===== config.mk =====
export PLATFORM = sky130hd
export DESIGN_NAME = mioc_top
export DESIGN_NICKNAME = d
export VERILOG_FILES = /design/src/hw/mioc_pkg.sv /design/src/hw/bus_cycle_if.sv /design/src/hw/bus_sampler.sv /design/src/hw/memory_map_reg.sv /design/src/hw/memory_decoder.sv /design/src/hw/dram_sequencer.sv /design/src/hw/mioc_top.sv
export VERILOG_INCLUDE_DIRS = /design/src /design/src/hw
export SDC_FILE = /design/constraint.sdc
export NUM_CORES = 1
export LEC_CHECK = 0
export BUFFER_PORTS_ARGS = -buffer_cell sky130_fd_sc_hd__buf_2
export CAP_MARGIN = 20
export CELL_PAD_IN_SITES_DETAIL_PLACEMENT = 0
export CELL_PAD_IN_SITES_GLOBAL_PLACEMENT = 1
export CORE_ASPECT_RATIO = 1.1
export CORE_MARGIN = 2
export CORE_UTILIZATION = 41
export DETAILED_ROUTE_END_ITERATION = 8
export GPL_TIMING_DRIVEN = 0
export PLACE_DENSITY_LB_ADDON = 0.1
export SLEW_MARGIN = 0
export SYNTH_ARGS = -nofsm -noshare
export SYNTH_HDL_FRONTEND = slang
export SYNTH_SLANG_ARGS = --single-unit

===== constraint.sdc =====
create_clock -name b_phi -period 2.6 [get_ports b_phi]
set_input_delay 0.26 -clock b_phi [delete_from_list [all_inputs] [get_ports b_phi]]
set_output_delay 0.26 -clock b_phi [all_outputs]
set_load 0.05 [all_outputs]

===== src/hw/mioc_params.svh =====
// memory and I/O controller parameters
// bus widths, map port pattern and region bounds shared by the RTL and the package

`ifndef MIOC_PARAMS_SVH
`define MIOC_PARAMS_SVH

// high address bits BA15..BA13 as seen by the decoder
`define MIOC_ADDR_HI_W 3

// data nibble BD3..BD0 latched by an I/O write to the map port
`define MIOC_MAP_DATA_W 4

// one half of the map is two bits wide, two halves fill the nibble
`define MIOC_MAP_FIELD_W 2

// the map port answers when BA7 is low and BA6 is high
`define MIOC_MAP_PORT_A7 1'b0
`define MIOC_MAP_PORT_A6 1'b1

// the boot ROM covers 0000-5FFF, so codes 000 up to 010 of BA15..BA13
// codes 011 in the lower half fall through to the lower RAM bank
`define MIOC_BOOT_ROM_TOP 3'b010

`endif


===== src/hw/mioc_pkg.sv =====
// memory and I/O controller types
// map fields, the DRAM request and the DRAM sequencer states

`include "mioc_params.svh"

package mioc_pkg;

   // what answers in the lower 32K, from BD1..BD0
   typedef enum logic [`MIOC_MAP_FIELD_W-1:0] {
      LOW_BOOT = 2'd0,   // boot ROM up to 5FFF, lower RAM above it
      LOW_RAM  = 2'd1,   // lower RAM bank for the whole half
      LOW_EXP  = 2'd2,   // expansion ROM slot
      LOW_NONE = 2'd3    // nothing is selected
   } lower_map_t;

   // what answers in the upper 32K, from BD3..BD2
   typedef enum logic [`MIOC_MAP_FIELD_W-1:0] {
      UP_RAM   = 2'd0,   // upper RAM bank
      UP_NONE1 = 2'd1,   // unused code, nothing selected
      UP_NONE2 = 2'd2,   // unused code, nothing selected
      UP_CART  = 2'd3    // cartridge through the 245 buffer
   } upper_map_t;

   // the map nibble, upper field in the high bits as written on the data bus
   typedef struct packed {
      upper_map_t upper;   // BD3..BD2
      lower_map_t lower;   // BD1..BD0
   } map_reg_t;

   // request from the decoder to the DRAM sequencer
   typedef enum logic [1:0] {
      REQ_NONE    = 2'd0,   // no DRAM activity
      REQ_LOWER   = 2'd1,   // access to the lower bank, CAS1
      REQ_UPPER   = 2'd2,   // access to the upper bank, CAS2
      REQ_REFRESH = 2'd3    // RAS-only refresh
   } dram_req_t;

   // sequencer states, one per strobe step
   typedef enum logic [1:0] {
      ST_IDLE = 2'd0,   // all strobes inactive
      ST_ROW  = 2'd1,   // RAS low with the row address
      ST_MUX  = 2'd2,   // address mux switched to the column
      ST_COL  = 2'd3    // bank CAS low
   } dram_state_t;

endpackage


===== src/hw/bus_cycle_if.sv =====
// one sampled Z80 bus cycle, all strobes active high
// driven by the sampler and read by the map register and the decoder

`include "mioc_params.svh"

interface bus_cycle_if;

   logic                        mreq;       // memory request
   logic                        rd;         // read strobe
   logic                        wr;         // write strobe
   logic                        iorq;       // I/O request
   logic                        rfsh;       // refresh cycle in progress
   logic [`MIOC_ADDR_HI_W-1:0]  addr_hi;    // BA15..BA13
   logic                        port_a7;    // BA7 for the port decode
   logic                        port_a6;    // BA6 for the port decode
   logic [`MIOC_MAP_DATA_W-1:0] data;       // BD3..BD0
   logic                        pb_reset;   // push-button reset held down

   modport sampler (
      output mreq, rd, wr, iorq, rfsh, addr_hi, port_a7, port_a6, data, pb_reset
   );

   // the map register only looks at I/O writes and the reset button
   modport map_port (
      input iorq, rd, wr, port_a7, port_a6, data, pb_reset
   );

   modport decode (
      input mreq, rfsh, addr_hi
   );

endinterface


===== src/hw/bus_sampler.sv =====
// Z80 bus sampler
// registers the raw active-low pins once on b_phi and presents them as active-high strobes

module bus_sampler (
   input  logic b_phi,     // buffered Z80 clock
   input  logic rst,       // synchronous reset, active high
   input  logic ba15,      // address line 15
   input  logic ba14,      // address line 14
   input  logic ba13,      // address line 13
   input  logic ba7,       // address line 7
   input  logic ba6,       // address line 6
   input  logic bd0,       // data line 0
   input  logic bd1,       // data line 1
   input  logic bd2,       // data line 2
   input  logic bd3,       // data line 3
   input  logic iorq_n,    // I/O request
   input  logic bmreq_n,   // buffered memory request
   input  logic bwr_n,     // buffered write
   input  logic brd_n,     // buffered read
   input  logic brfsh_n,   // buffered refresh
   input  logic pbrst_n,   // push-button reset switch
   bus_cycle_if.sampler bus
);

   // strobes are control state and come out of reset inactive
   always_ff @(posedge b_phi) begin
      if (rst) begin
         bus.mreq     <= 1'b0;
         bus.rd       <= 1'b0;
         bus.wr       <= 1'b0;
         bus.iorq     <= 1'b0;
         bus.rfsh     <= 1'b0;
         bus.pb_reset <= 1'b0;
      end else begin
         bus.mreq     <= ~bmreq_n;   // pins are active low, the interface is active high
         bus.rd       <= ~brd_n;
         bus.wr       <= ~bwr_n;
         bus.iorq     <= ~iorq_n;
         bus.rfsh     <= ~brfsh_n;
         bus.pb_reset <= ~pbrst_n;   // the switch is sampled like any other strobe
      end
   end

   // address and data only matter while a strobe is up
   always_ff @(posedge b_phi) begin
      bus.addr_hi <= {ba15, ba14, ba13};   // ba15 ends up as the half select bit
      bus.port_a7 <= ba7;
      bus.port_a6 <= ba6;
      bus.data    <= {bd3, bd2, bd1, bd0};   // bd3..bd2 upper field, bd1..bd0 lower field
   end

endmodule


===== src/hw/memory_map_reg.sv =====
// memory map register
// latches BD3..BD0 on an I/O write to the map port, cleared by reset or the reset button

`include "mioc_params.svh"

module memory_map_reg (
   input  logic                b_phi,   // buffered Z80 clock
   input  logic                rst,     // synchronous reset, active high
   bus_cycle_if.map_port       bus,     // sampled bus cycle
   output mioc_pkg::map_reg_t  map      // current memory map
);

   logic port_hit;   // BA7/BA6 carry the map port pattern
   logic map_wr;     // sampled I/O write aimed at the map port

   assign port_hit = (bus.port_a7 == `MIOC_MAP_PORT_A7) &&
                     (bus.port_a6 == `MIOC_MAP_PORT_A6);

   // a cycle that shows rd and wr together is not a clean write and is ignored
   assign map_wr = bus.iorq && bus.wr && !bus.rd && port_hit;

   // map zero is boot ROM low and RAM high, the power-on layout
   always_ff @(posedge b_phi) begin
      if (rst || bus.pb_reset) begin
         map <= '0;
      end else if (map_wr) begin
         map <= mioc_pkg::map_reg_t'(bus.data);   // nibble splits straight into the two fields
      end
   end

   // the reset button wins over a write in the same cycle, the same as rst
   // the register holds its value for as long as no new write arrives
   // a write stays visible from the cycle after the sampled strobe

endmodule


===== src/hw/memory_decoder.sv =====
// address decoder
// turns the sampled address and the memory map into chip selects and a DRAM request

`include "mioc_params.svh"

module memory_decoder (
   bus_cycle_if.decode          bus,           // sampled bus cycle
   input  mioc_pkg::map_reg_t   map,           // current memory map
   output logic                 bootromcs_n,   // boot ROM chip select
   output logic                 auxromcs_n,    // expansion ROM chip select
   output logic                 en245_n,       // cartridge buffer enable
   output mioc_pkg::dram_req_t  dram_req       // request to the DRAM sequencer
);

   logic upper_half;   // BA15 set, so the upper 32K is addressed
   logic boot_area;    // address below 6000, where the boot ROM lives
   logic mem_cycle;    // normal memory access, refresh excluded
   logic rfsh_cycle;   // refresh with the memory request up

   assign upper_half = bus.addr_hi[`MIOC_ADDR_HI_W-1];
   assign boot_area  = (bus.addr_hi <= `MIOC_BOOT_ROM_TOP);
   assign mem_cycle  = bus.mreq && !bus.rfsh;
   assign rfsh_cycle = bus.mreq && bus.rfsh;

   // everything below reads registered inputs only, so the outputs are one cycle behind the pins
   always_comb begin
      bootromcs_n = 1'b1;
      auxromcs_n  = 1'b1;
      en245_n     = 1'b1;
      dram_req    = mioc_pkg::REQ_NONE;

      if (rfsh_cycle) begin
         dram_req = mioc_pkg::REQ_REFRESH;   // refresh address is not a real access, no select
      end else if (mem_cycle && !upper_half) begin
         case (map.lower)
            mioc_pkg::LOW_BOOT: begin
               if (boot_area) begin
                  bootromcs_n = 1'b0;
               end else begin
                  dram_req = mioc_pkg::REQ_LOWER;   // 6000-7FFF is RAM under the boot map
               end
            end
            mioc_pkg::LOW_RAM: begin
               dram_req = mioc_pkg::REQ_LOWER;
            end
            mioc_pkg::LOW_EXP: begin
               auxromcs_n = 1'b0;
            end
            default: begin
               // unmapped lower half, the bus floats
            end
         endcase
      end else if (mem_cycle) begin
         case (map.upper)
            mioc_pkg::UP_RAM: begin
               dram_req = mioc_pkg::REQ_UPPER;
            end
            mioc_pkg::UP_CART: begin
               en245_n = 1'b0;   // cartridge data comes in through the 245
            end
            default: begin
               // codes 1 and 2 leave the upper half empty
            end
         endcase
      end
   end

endmodule


===== src/hw/dram_sequencer.sv =====
// DRAM timing sequencer
// steps RAS, MUX and the bank CAS for memory cycles, RAS only for refresh

module dram_sequencer (
   input  logic                 b_phi,      // buffered Z80 clock
   input  logic                 rst,        // synchronous reset, active high
   input  mioc_pkg::dram_req_t  dram_req,   // request from the decoder
   output logic                 ras_n,      // row address strobe
   output logic                 mux,        // DRAM address mux, high selects the column
   output logic                 cas1_n,     // column strobe, lower bank
   output logic                 cas2_n      // column strobe, upper bank
);

   mioc_pkg::dram_state_t state_q;     // current step
   mioc_pkg::dram_state_t state_nxt;   // step after this edge
   mioc_pkg::dram_req_t   bank_q;      // request the running cycle started with
   mioc_pkg::dram_req_t   bank_nxt;    // bank after this edge
   logic                  req_lost;    // request dropped or changed under a running cycle

   assign req_lost = (dram_req != bank_q);

   // a changed request is treated as an end, the new one starts again from idle
   always_comb begin
      state_nxt = state_q;
      bank_nxt  = bank_q;
      case (state_q)
         mioc_pkg::ST_IDLE: begin
            if (dram_req != mioc_pkg::REQ_NONE) begin
               state_nxt = mioc_pkg::ST_ROW;
               bank_nxt  = dram_req;   // remembered until the cycle ends
            end
         end
         mioc_pkg::ST_ROW: begin
            if (req_lost) begin
               state_nxt = mioc_pkg::ST_IDLE;
            end else if (bank_q != mioc_pkg::REQ_REFRESH) begin
               state_nxt = mioc_pkg::ST_MUX;   // refresh parks here with RAS low
            end
         end
         mioc_pkg::ST_MUX: begin
            if (req_lost) begin
               state_nxt = mioc_pkg::ST_IDLE;
            end else begin
               state_nxt = mioc_pkg::ST_COL;
            end
         end
         default: begin
            if (req_lost) begin
               state_nxt = mioc_pkg::ST_IDLE;   // column held until the strobe goes away
            end
         end
      endcase
      if (state_nxt == mioc_pkg::ST_IDLE) begin
         bank_nxt = mioc_pkg::REQ_NONE;
      end
   end

   always_ff @(posedge b_phi) begin
      if (rst) begin
         state_q <= mioc_pkg::ST_IDLE;
         bank_q  <= mioc_pkg::REQ_NONE;
      end else begin
         state_q <= state_nxt;
         bank_q  <= bank_nxt;
      end
   end

   // strobes come from flops fed by the next state, so they change on the edge only
   always_ff @(posedge b_phi) begin
      if (rst) begin
         ras_n  <= 1'b1;
         mux    <= 1'b0;
         cas1_n <= 1'b1;
         cas2_n <= 1'b1;
      end else begin
         ras_n  <= (state_nxt == mioc_pkg::ST_IDLE);
         mux    <= (state_nxt == mioc_pkg::ST_MUX) || (state_nxt == mioc_pkg::ST_COL);
         cas1_n <= !((state_nxt == mioc_pkg::ST_COL) && (bank_nxt == mioc_pkg::REQ_LOWER));
         cas2_n <= !((state_nxt == mioc_pkg::ST_COL) && (bank_nxt == mioc_pkg::REQ_UPPER));
      end
   end

endmodule


===== src/hw/mioc_top.sv =====
// memory and I/O controller top level
// map register, address decoder and DRAM sequencer behind one bus sampler

module mioc_top (
   input  logic b_phi,         // buffered Z80 clock
   input  logic rst,           // synchronous reset, active high
   input  logic ba15,          // address line 15
   input  logic ba14,          // address line 14
   input  logic ba13,          // address line 13
   input  logic ba7,           // address line 7
   input  logic ba6,           // address line 6
   input  logic bd0,           // data line 0
   input  logic bd1,           // data line 1
   input  logic bd2,           // data line 2
   input  logic bd3,           // data line 3
   input  logic iorq_n,        // Z80 I/O request
   input  logic bmreq_n,       // buffered memory request
   input  logic bwr_n,         // buffered write
   input  logic brd_n,         // buffered read
   input  logic brfsh_n,       // buffered refresh
   input  logic pbrst_n,       // push-button reset, clears the map
   output logic bootromcs_n,   // boot ROM chip select
   output logic auxromcs_n,    // expansion ROM chip select
   output logic en245_n,       // cartridge buffer enable
   output logic ras_n,         // row address strobe
   output logic mux,           // DRAM address mux
   output logic cas1_n,        // column strobe, lower RAM bank
   output logic cas2_n         // column strobe, upper RAM bank
);

   mioc_pkg::map_reg_t  map;        // map register to the decoder
   mioc_pkg::dram_req_t dram_req;   // decoder to the sequencer

   bus_cycle_if bus_i ();   // the sampled cycle every block works from

   bus_sampler bus_sampler_i (
      .b_phi   (b_phi),
      .rst     (rst),
      .ba15    (ba15),
      .ba14    (ba14),
      .ba13    (ba13),
      .ba7     (ba7),
      .ba6     (ba6),
      .bd0     (bd0),
      .bd1     (bd1),
      .bd2     (bd2),
      .bd3     (bd3),
      .iorq_n  (iorq_n),
      .bmreq_n (bmreq_n),
      .bwr_n   (bwr_n),
      .brd_n   (brd_n),
      .brfsh_n (brfsh_n),
      .pbrst_n (pbrst_n),
      .bus     (bus_i.sampler)
   );

   memory_map_reg memory_map_reg_i (
      .b_phi (b_phi),
      .rst   (rst),
      .bus   (bus_i.map_port),
      .map   (map)
   );

   memory_decoder memory_decoder_i (
      .bus         (bus_i.decode),
      .map         (map),
      .bootromcs_n (bootromcs_n),
      .auxromcs_n  (auxromcs_n),
      .en245_n     (en245_n),
      .dram_req    (dram_req)
   );

   dram_sequencer dram_sequencer_i (
      .b_phi    (b_phi),
      .rst      (rst),
      .dram_req (dram_req),
      .ras_n    (ras_n),
      .mux      (mux),
      .cas1_n   (cas1_n),
      .cas2_n   (cas2_n)
   );

endmodule


Word level (Yosys, flattened, before mapping)
Cells that the tools add are included.
{"block": "word_totals", "ff_bits": 27, "output_inout_bits": 7, "elab_cells": 84}
{"block": "op_classes", "order_cmp": 1, "eq_ne": 11, "n_mux": 26, "bitwise_logic": 7, "reduce_logical": 21}
{"op": "$mux W2", "n": 12}
{"op": "$eq A2 B2 Y1 const B", "n": 6}
{"op": "$mux W1", "n": 12}
{"op": "$logic_and A1 B1 Y1", "n": 9}
{"op": "$logic_not A2 Y1", "n": 4}
{"op": "$not A1 Y1", "n": 7}
{"op": "$eq A2 B1 Y1 const B", "n": 3}
{"op": "$pmux W2 S3", "n": 1}
{"op": "$logic_not A1 Y1", "n": 5}
{"op": "$pmux W2 S2", "n": 1}
{"op": "$le A3 B2 Y1 const B", "n": 1}
{"op": "$logic_or A1 B1 Y1", "n": 2}
{"op": "$ne A2 B2 Y1", "n": 1}
{"op": "$ne A2 B2 Y1 const B", "n": 1}
{"op": "$reduce_bool A2 Y1", "n": 1}

Logic depth before layout (Yosys ltp)
Gate-level depths: netlist (run 1).
{"block": "depth", "depth_word": 13, "ltp_mapped": 5, "mapped_depth_nobuf": 5}

By module
A second synthesis (run 1) with hierarchy kept.
{"block": "hier_totals", "cells_unflattened": 94, "hier_area_um2": 949.7}
{"module": "dram_sequencer", "instances": 1, "cells_each": 43, "area_each_um2": 374.1, "seq_area_each_um2": 140.1}
{"module": "bus_sampler", "instances": 1, "cells_each": 21, "area_each_um2": 322.8, "seq_area_each_um2": 300.3}
{"module": "memory_map_reg", "instances": 1, "cells_each": 19, "area_each_um2": 172.7, "seq_area_each_um2": 80.1}
{"module": "memory_decoder", "instances": 1, "cells_each": 11, "area_each_um2": 80.1, "seq_area_each_um2": 0.0}

Worst setup path after synthesis (run 1)
No wires, ideal clock.
{"block": "synth_path", "path_kind": "reg2reg", "start": "reg bus_sampler_i.bus.addr_hi[2]", "end": "reg dram_sequencer_i.cas1_n", "setup_ps": 135, "arrival_time_ps": 1417, "required_ps": 2465, "slack_ps": 1048, "stages_incl_launch_ff": 6, "synth_period_minus_slack_ps": 1552, "path_cell_list": "dfxtp_1 > nor3b_2 > or4b_1 > a211oi_1 > a311o_1 > nand3_1"}
{"block": "synth_between", "elab_chain_len": 13, "elab_cells_between_ends": 22}
{"item": "start: declaration", "line": "bus_cycle_if.sv:20", "source": "output mreq, rd, wr, iorq, rfsh, addr_hi, port_a7, port_a6, data, pb_reset"}
{"item": "start signal: assignment", "line": "bus_sampler.sv:46", "source": "bus.addr_hi <= {ba15, ba14, ba13};"}
{"item": "$le A3 B2 Y1 (no source line)"}
{"item": "$mux W1", "line": "memory_decoder.sv:37", "source": "if (boot_area) begin"}
{"item": "$pmux W2 S2", "line": "memory_decoder.sv:35", "source": "case (map.lower)"}
{"item": "$mux W2 *", "line": "memory_decoder.sv:34", "source": "end else if (mem_cycle && !upper_half) begin"}
{"item": "$mux W2 *", "line": "memory_decoder.sv:32", "source": "if (rfsh_cycle) begin"}
{"item": "$ne A2 B2 Y1 or $reduce_bool A2 Y1 (tied branches)", "line": "dram_sequencer.sv:20, dram_sequencer.sv:28"}
{"item": "$mux W2 (on tied branches)"}
{"item": "$pmux W2 S3", "line": "dram_sequencer.sv:26", "source": "case (state_q)"}
{"item": "$logic_not A2 Y1", "line": "dram_sequencer.sv:53", "source": "if (state_nxt == mioc_pkg::ST_IDLE) begin"}
{"item": "$mux W2", "line": "dram_sequencer.sv:53"}
{"item": "$eq A2 B1 Y1", "line": "dram_sequencer.sv:78", "source": "cas1_n <= !((state_nxt == mioc_pkg::ST_COL) && (bank_nxt == mioc_pkg::REQ_LOWER));"}
{"item": "$logic_and A1 B1 Y1 *", "line": "dram_sequencer.sv:78"}
{"item": "$logic_not A1 Y1 *", "line": "dram_sequencer.sv:78"}
{"item": "end signal: assignment", "line": "dram_sequencer.sv:78"}
{"item": "end: declaration", "line": "dram_sequencer.sv:10", "source": "output logic cas1_n,"}
Every way passes the cells marked *; elsewhere a longest branch is shown, timed or not.
A chain may end at the register's enable or synchronous reset.

Worst setup path in the final report (run 1)
{"block": "layout_path", "start": "reg bus_sampler_i.bus.addr_hi[2]", "end": "reg dram_sequencer_i.bank_q[1]"}
{"block": "layout_between", "elab_chain_len": 10, "elab_cells_between_ends": 18}
{"item": "$le A3 B2 Y1 (no source line)"}
{"item": "$mux W1", "line": "memory_decoder.sv:37"}
{"item": "$pmux W2 S2", "line": "memory_decoder.sv:35"}
{"item": "$mux W2 *", "line": "memory_decoder.sv:34"}
{"item": "$mux W2 *", "line": "memory_decoder.sv:32"}
{"item": "$ne A2 B2 Y1 or $reduce_bool A2 Y1 (tied branches)", "line": "dram_sequencer.sv:20, dram_sequencer.sv:28"}
{"item": "$mux W2 (on tied branches)"}
{"item": "$pmux W2 S3", "line": "dram_sequencer.sv:26"}
{"item": "$logic_not A2 Y1", "line": "dram_sequencer.sv:53"}
{"item": "$mux W2 *", "line": "dram_sequencer.sv:53"}
{"item": "end signal: assignment", "line": "dram_sequencer.sv:61", "source": "bank_q <= mioc_pkg::REQ_NONE;"}
{"item": "end signal: assignment", "line": "dram_sequencer.sv:64", "source": "bank_q <= bank_nxt;"}
{"item": "end: declaration", "line": "dram_sequencer.sv:16", "source": "mioc_pkg::dram_req_t bank_q;"}
Marks and branches as above.

==> metrics.txt, run 1 <==
status finished clean; synthesized area per cell a little over 10 µm²; area fraction of the dominant cell type after synthesis 57.52%; Fin Clk Skew 0.005492 ns; RSZ-0062 raised after global routing false; Leakage 0.4713 nW; Worst path slowest cell a311oi_1; Seq/Total Area, Yosys 57.52%; Setup CP Type reg2reg; Final Hold Fails 0; synthesis-stage register bit count 27; reg2reg setup slack 0.86 ns; Ports 24; Worst path max stage delay 0.49 ns; CP endpoint kind flop; EDFF count, synth 0; clock share of power 25.0%; GRT Total Usage 13.50%; # setup viols final 0; clock sink total 27; Cell Area, Placed 1092 µm²; global-route wire length before repair 2635 µm; worst path cell trace nor3b_2 > o21ai_2 > xor2_1 > a311oi_1 > a21oi_1; Clk Latency, worst-skew pair 0.31 ns; drt wl/cell 10.72 µm; xor/xnor share of the synthesized area 2.796%; layout cells sized above 1 around 28%; switch share 24.29%; Primary FF master, synth dfxtp_1; WP data arrival 1.94 ns; fillers approximately 240; largest family of logic cells by synthesized area simple AND/OR/NAND/NOR gates; Flop pwr share ~65%; Core ar. 2207 µm²; Total Wirelength 1597 µm; Req. time, crit path around 2.8 ns; Net count, final 137; Pre-antenna DRT Iters 4; Initial Utilization 42.57%; design area between 1000 and 1500 µm²; vias post-DR around 730; largest net degree at the start of global routing 16; syn nets 109; Root Driver clkbuf_4; CP max FO 5; Max-cap violations 0; max-slew violations 0; post-CTS setup buffers 0; Reg2Reg Depth 5; commonest non-fill, non-tap cell in the layout dfxtp_1; die area approximately 2700 µm²; Num CTS Buffers 3; Via density 4.919; Final period util 66.85%; DIE WIDTH 49.65 µm; Die Ht 54.21 µm; Stages on worst setup path 5; Tightest Pin Transition slightly below 0.5 ns; multiplexer share of the synthesized area under 10%; Hold Path Class in2reg; Synth Area in Compound Gates approximately an eighth; Iter 0 DRT Violations 8; synthesized cell area around 940 µm²; initial antenna violation count 0; Hold Crit Depth 1; CTS HTree Levels 1; Peak VDD IR around 380 µV; Synth async-reset ratio 0%; HPWL after DPL 1244 µm; drt drc 0; relative slew slack 67.08%; GR Overflow Total 0; row cnt 18; Worst setup SP type flop; Clock transition at path regs around 0.14 ns; RePlAce Congestion 0.7654; vias in the first global route 606; Net Sw Power 0.1663 mW; Post-Synth Simple-Gate Area 21.84%; setup TNS 0 ns; ant diodes 0; fin crit period 1.738 ns; Synth Instances 92; Yosys warnings 0; Comb pwr share 10.4%; Worst Path Buf+Inv 0; CP top delay family compound AO/OA/AOI/OAI gates; largest area contributor in the netlist dfxtp_1; pwr dens between 600 and 700 nW/µm²; design internal power 0.5183 mW; Synth Area in Adders 0%; Post-DRT Antenna Nets 0; Distinct cells, synth 31; # resized after CTS 0; area growth from synthesis to final layout 19.17%; CTS tree yes; hold-fix buffers at CTS 0; Max Fclk ~0.58 GHz; most frequent cells in the layout dfxtp_1 (27), buf_2 (23), nor2_1 (10); PortBufs 23; Synth area leaders dfxtp_1 (58%), mux2i_1 (4.3%), nor2_1 (4.0%), a21oi_1 (3.7%), nor3_1 (2.7%); CTS max path bufs 2
==> per-layer routing <==
| layer | vias up | wire [µm] | global-route usage [%] |
|---|---|---|---|
| li1 | 382 | - | - |
| met1 | 331 | 706 | 15.54 |
| met2 | 16 | 784 | 22.22 |
| met3 | 4 | 75 | 3.825 |
| met4 | 0 | 31 | 9.259 |
| met5 | - | 0 | 0 |
==> worst reg2reg max path, delay by kind of cell (launching register included) <==
kind / cells / cell delay [ns]
AO/OA/AOI/OAI: 3 / 0.75
flip-flops: 1 / 0.42
AND/OR/NAND/NOR: 1 / 0.29
XOR/XNOR: 1 / 0.17
==> synth_stat cells, types with 2 or more instances <==
cell type / count
nor2_1: 10
nand3_1: 2
o21ai_0: 2
xnor2_1: 2
inv_1: 2
a21oi_1: 7
nor3_1: 5
nor2b_1: 2
nand2_1: 6
mux2i_1: 4
or2_2: 2
dfxtp_1: 27
or3_1: 3
==> layout make-up <==
| cell class | instances | area (µm²) | share of cell area, % |
|---|---|---|---|
| sequential | 27 | 540.5 | 48.27 |
| multi-input combinational | 62 | 387.9 | 34.64 |
| timing repair buffer | 23 | 115.1 | 10.28 |
| tap | 30 | 37.54 | 3.352 |
| clock buffer | 3 | 22.52 | 2.011 |
| inverter | 2 | 7.507 | 0.6704 |
| clock inverter | 1 | 5.005 | 0.4469 |
| buffer | 1 | 3.754 | 0.3352 |
==> final timing paths <==
kind,end,from
max,dram_sequencer_i.bank_q[1],bus_sampler_i.bus.addr_hi[2]
min reg2reg,memory_map_reg_i.map[2],bus_sampler_i.bus.pb_reset
max reg2reg,dram_sequencer_i.bank_q[1],bus_sampler_i.bus.addr_hi[2]
min,bus_sampler_i.bus.data[0],bd0
==> flip-flops by register name, summed over array words and instances, names as in the netlist, 2 cells and up <==
| signal | count |
|---|---|
| dram_sequencer_i.bank_q | 2 |
| memory_map_reg_i.map | 4 |
| dram_sequencer_i.state_q | 2 |
| bus_sampler_i.bus.addr_hi | 3 |
| bus_sampler_i.bus.data | 4 |
==> kinds of logic (layout without fill, tap and decap cells) <==
| kind of cell | after synthesis | in the layout |
|---|---|---|
| flip-flops | 27 | 27 |
| AO/OA/AOI/OAI | 17 | 17 |
| AND/OR/NAND/NOR | 38 | 38 |
| XOR/XNOR | 3 | 3 |
| buffers and inverters | 3 | 30 |
| multiplexers | 4 | 4 |
==> power by group through the flow <==
| stage | clock network (mW) | logic [mW] | registers (mW) |
|---|---|---|---|
| floorplan | 0 | 0.0386 | 0.460 |
| global placement | 0 | 0.0713 | 0.452 |
| detailed placement | 0 | 0.0714 | 0.452 |
| CTS | 0.183 | 0.0716 | 0.443 |
| global route | 0.197 | 0.0794 | 0.446 |
| finish | 0.171 | 0.0709 | 0.443 |
==> stage by stage <==
step / util (%) / std cells / worst slack (ns) / power, mW / hold slack [ns]
global placement: 49.49 / 145 / 0.8683 / 0.5233 / 0.3616
detailed placement: 49.49 / 145 / 0.8889 / 0.5234 / 0.3636
finish: 50.74 / 149 / 0.8618 / 0.6847 / 0.03264
CTS: 50.74 / 149 / 0.8611 / 0.6973 / 0.01688
floorplan: - / 92 / 1.048 / 0.4988 / 0.2877
global route: 50.74 / 149 / 0.6672 / 0.7222 / 0.008670
Power figures use the tool's default switching activity.
==> inputs of run 2 (changes only) <==
Settings changed: CORE_UTILIZATION 41 to 38.
Clock period 2.6 ns to 1.7 ns, I/O delays scaled along.
==> metrics.txt, run 2 (same netlist as run 1, synthesis figures left out) <==
status finished clean; CTS max path bufs 2 (unchanged); WP data arrival 1.90 ns (-0.04 ns); DRT met1 WL 810 µm (+15%); Final period util 98.04% (+31 points); Worst path slowest cell or4b_4; layout cells sized above 1 29.10% (+1.4 points); Pre-antenna DRT Iters 3 (-1); Max-cap violations 0 (unchanged); vias in the first global route 787 (+30%); area growth from synthesis to final layout 40.21%; CTS HTree Levels 1 (unchanged); RePlAce Congestion 0.7666 (+0.16%); Initial Utilization 40.90% (-1.7 points); Worst path max stage delay 0.50 ns (about the same); die area 2887 µm² (+7.3%); Via density 4.909 (-0.22%); Clk Latency, worst-skew pair 0.33 ns (+0.02 ns); commonest non-fill, non-tap cell in the layout dfxtp_1; HPWL after DPL 1271 µm (+2.1%); Worst Path Buf+Inv 0 (unchanged); Final Hold Fails 0 (unchanged); CP endpoint kind flop; largest net degree at the start of global routing 18 (+2); Tightest Pin Transition 0.4467 ns (-0.04369 ns); Hold Crit Depth 2 (+1); Max Fclk 0.6000 GHz (+4.3%); Iter 0 DRT Violations 2 (-6); Worst setup SP type flop; clock sink total 27 (unchanged); row cnt 18 (unchanged); CTS tree yes; relative slew slack 70.22% (+3.1 points); Reg2Reg Depth 5 (unchanged); Max Used Layer met4; Num CTS Buffers 3 (unchanged); PortBufs 23 (unchanged); worst path cell trace nor3b_4 > or4b_4 > a211oi_4 > a311o_1 > nand3_1; CP top delay family simple AND/OR/NAND/NOR gates; RSZ-0062 raised after global routing true; Fin Clk Skew 0.003748 ns (-0.001744 ns); fin crit period 1.667 ns (-0.07146 ns); fillers 214 (-12%); Design Power 1.120 mW (+64%); DIE WIDTH 51.41 µm (+3.6%); worst hold margin 0.06993 ns (+0.03729 ns); drt drc 0 (unchanged); Root Driver clkbuf_4; CP max FO 5 (unchanged); Clock transition at path regs 0.15 ns (about the same); initial antenna violation count 0 (unchanged); most frequent cells in the layout dfxtp_1 (24), buf_2 (23), dlygate4sd3_1 (15); top flop regs bus_sampler_i.bus.data: 4 flops, memory_map_reg_i.map: 4 flops, bus_sampler_i.bus.addr_hi: 3 flops; pwr dens 849.9 nW/µm² (+39%); Setup CP Type reg2reg; Ports 24 (unchanged); GR Overflow Total 0 (unchanged); Req. time, crit path 1.93 ns (-0.87 ns); Leakage 0.5384 nW (+14%); GRT Total Usage 14.87% (+1.4 points); met2 WL 969 µm (+24%); Hold Path Class in2reg; ant diodes 0 (unchanged); Total Wirelength 1874 µm (+17%); # setup viols final 0 (unchanged); Core ar. 2297 µm² (+4.1%); Post-DRT Antenna Nets 0 (unchanged); Net count, final 152 (+11%); Die Ht 56.16 µm (+3.6%); Stages on worst setup path 5 (unchanged); met3 wire length 73 µm (-2.7%); max-slew violations 0 (unchanged); vias post-DR 805 (+9.8%); drt wl/cell 11.43 µm (+6.6%); Peak VDD IR 653.5 µV (+71%); global-route wire length before repair 3249 µm (+23%)
run 2: final cells by class:
cell class,count,area (µm²),share of cell area [%]
Clock buffer,3,22.52,1.709
Sequential cell,27,546.8,41.50
Buffer,1,3.754,0.2849
Timing Repair Buffer,38,265.3,20.13
Tap cell,30,37.54,2.849
Clock inverter,1,8.758,0.6648
Inverter,2,7.507,0.5698
Multi-Input combinational cell,62,425.4,32.29
run 2: through the flow:
stage | cell area [µm²] | util (%) | TNS, ns | setup slack [ns] | std cells
floorplan | 939.7 | - | 0 | 0.1479 | 92
global placement | 1092 | 47.55 | -0.1006 | -0.05245 | 145
detailed placement | 1092 | 47.55 | -0.09025 | -0.05137 | 145
CTS | 1285 | 55.94 | 0 | 0.01393 | 164
global route | 1318 | 57.35 | -0.08582 | -0.03159 | 164
finish | 1318 | 57.35 | 0 | 0.03329 | 164
run 2: routing by layer:
layer  up-vias  GRT usage, %
met5         -             0
met4         0         5.639
met3         4         4.032
met2        16         27.11
met1       375         15.75
li1        410             -
run 2: worst paths after layout:
check / from / end / slack [ns]
max: bus_sampler_i.bus.addr_hi[2] / dram_sequencer_i.cas1_n / 0.03
min: rst / memory_map_reg_i.map[2] / 0.07
max reg2reg: bus_sampler_i.bus.addr_hi[2] / dram_sequencer_i.cas1_n / 0.03
min reg2reg: bus_sampler_i.bus.pb_reset / memory_map_reg_i.map[3] / 0.52
run 2: repair_timing:
item | 4_1_cts | 5_1_grt
buffers inserted | 0 | 0
endpoints found under the hold margin | 15 | 0
gates resized for setup | 2 | 9
hold buffers | 15 | 0
pin swaps | 0 | 2
setup endpoints to repair | 5 | 8
run 2: report_power, final:
group / internal (mW) / switching, mW
Combinational: 0.0704 / 0.0737
Sequential: 0.661 / 0.0180
Clock: 0.0962 / 0.201
Total: 0.828 / 0.292
==> inputs of run 3 (changes only) <==
Settings changed: CORE_UTILIZATION 38 to 41.
Clock period 1.7 ns to 2.2 ns, I/O delays scaled along.
==> metrics.txt, run 3 (same netlist as run 1, synthesis figures left out) <==
PortBufs 23 (unchanged); Max-cap violations 0 (unchanged); CTS tree yes; Peak VDD IR 459.1 µV (-30%); multi-input logic area 387.9 µm² (-8.8%); drt drc 0 (unchanged); vias post-DR 760 (-5.6%); Hold Crit Depth 2 (unchanged); Leakage 0.5089 nW (-5.5%); initial antenna violation count 0 (unchanged); # setup viols final 0 (unchanged); Worst setup SP type flop; fin crit period 1.740 ns (+0.07337 ns); HPWL after DPL 1244 µm (-2.1%); Initial Utilization 42.57% (+1.7 points); setup TNS 0 ns (unchanged); WP data arrival 1.94 ns (+0.04 ns); Worst path max stage delay 0.49 ns (about the same); Net count, final 146 (-3.9%); Pre-antenna DRT Iters 4 (+1); Setup CP Type reg2reg; status finished clean; fillers 234 (+9.3%); RePlAce Congestion 0.7654 (-0.16%); Hold Path Class in2reg; Ports 24 (unchanged); pwr dens 680.3 nW/µm² (-20%); drt wl/cell 10.73 µm (-6.1%); CP endpoint kind flop; RSZ-0062 raised after global routing false; clock sink total 27 (unchanged); DRT met1 WL 738 µm (-8.9%); DIE WIDTH 49.65 µm (-3.4%); die area 2691 µm² (-6.8%); layout cells sized above 1 25.78% (-3.3 points); reg2reg setup slack 0.46 ns (+0.43 ns); Fin Clk Skew 0.006690 ns (+0.002942 ns); met2 WL 859 µm (-11%); post-CTS setup buffers 0 (unchanged); Endpoint, Worst Hold bus_sampler_i.bus.pb_reset; Critical R2R Launch bus_sampler_i.bus.addr_hi[2]; Total Wirelength 1695 µm (-9.6%); CTS HTree Levels 1 (unchanged); relative slew slack 67.08% (-3.1 points); largest net degree at the start of global routing 16 (-2); row cnt 18 (unchanged); Clk Latency, worst-skew pair 0.31 ns (-0.02 ns); worst path cell trace nor3b_2 > o21ai_2 > xor2_1 > a311oi_1 > a21oi_1; Worst Path Buf+Inv 0 (unchanged); Iter 0 DRT Violations 8 (+6); Reg2Reg Depth 5 (unchanged); Worst path slowest cell a311oi_1; CTS max path bufs 2 (unchanged); max-slew violations 0 (unchanged); ant diodes 0 (unchanged); Tightest Pin Transition 0.4904 ns (+0.04369 ns); CP max FO 5 (unchanged); area growth from synthesis to final layout 28.76%; Die Ht 54.21 µm (-3.5%); Root Driver clkbuf_4; Max Used Layer met4; Final Hold Fails 0 (unchanged); global-route wire length before repair 2815 µm (-13%); Post-DRT Antenna Nets 0 (unchanged); Clock transition at path regs 0.14 ns (about the same); Via density 4.810 (-2.0%); Num CTS Buffers 3 (unchanged); Worst Hold Launch pbrst_n; Max Fclk 0.5747 GHz (-4.2%); met3 wire length 66 µm (-9.6%); commonest non-fill, non-tap cell in the layout dfxtp_1; worst hold margin 0.03370 ns (-0.03623 ns); GR Overflow Total 0 (unchanged); register area 540.5 µm² (-1.1%); Core ar. 2207 µm² (-3.9%); critical path startpoint bus_sampler_i.bus.addr_hi[2]; vias in the first global route 661 (-16%); Req. time, crit path 2.40 ns (+0.47 ns); CP top delay family compound AO/OA/AOI/OAI gates; most frequent cells in the layout dfxtp_1 (27), buf_2 (23), nor2_1 (10); top flop regs bus_sampler_i.bus.data: 4 flops, memory_map_reg_i.map: 4 flops, bus_sampler_i.bus.addr_hi: 3 flops; r2r endpoint dram_sequencer_i.bank_q[1]; Final period util 79.09% (-19 points); GRT Total Usage 14.35% (-0.53 points)
## run 3: cell count changes in the layout (fill, tap and decap cells not counted), sizes merged
cell / before / now
clkinv: 0 / 1
dlygate4sd3: 15 / 9
inv: 3 / 2
## run 3: per-stage QoR
stage | util [%] | total power, mW | std cells | instance area, µm² | setup slack [ns]
floorplan | - | 0.5895 | 92 | 939.7 | 0.6479
global placement | 49.49 | 0.6184 | 145 | 1092 | 0.4683
detailed placement | 49.49 | 0.6186 | 145 | 1092 | 0.4889
CTS | 54.82 | 0.8361 | 158 | 1210 | 0.4611
global route | 54.82 | 0.8666 | 158 | 1210 | 0.2672
finish | 54.82 | 0.8231 | 158 | 1210 | 0.4599
## run 3: final cells by class
cell class	instances	share of cell area (%)
timing repair buffer	32	16.96
clock inverter	1	0.4137
tap	30	3.102
inverter	2	0.6205
buffer	1	0.3102
clock buffer	3	1.861
multi-input combinational	62	32.06
sequential	27	44.67
## run 3: worst max path at each step
stage / endpoint / cells after the start
after floorplan: dram_sequencer_i.cas1_n / 5
after global placement: dram_sequencer_i.bank_q[1] / 5
after detailed placement: dram_sequencer_i.bank_q[0] / 5
after CTS: dram_sequencer_i.bank_q[0] / 5
after global routing: dram_sequencer_i.bank_q[1] / 5
final: dram_sequencer_i.bank_q[1] / 5
## run 3: power by group
| part | total (mW) | leakage, nW | switching (mW) | internal [mW] |
|---|---|---|---|---|
| logic | 0.0963 | 0.268 | 0.0519 | 0.0444 |
| clock network | 0.204 | 0.0177 | 0.136 | 0.0679 |
| registers | 0.523 | 0.223 | 0.0123 | 0.511 |
## run 3: metal layers
metal  track usage [%]  up-vias
met5                 0        -
met4             9.259        0
met2             24.89       16
met3             3.552        4
li1                  -      400
met1             16.06      340
## run 3: repair_timing
item | in CTS | in global routing
hold buffers | 9 | 0
hold endpoints to repair | 9 | 0
resized for setup | 0 | 0
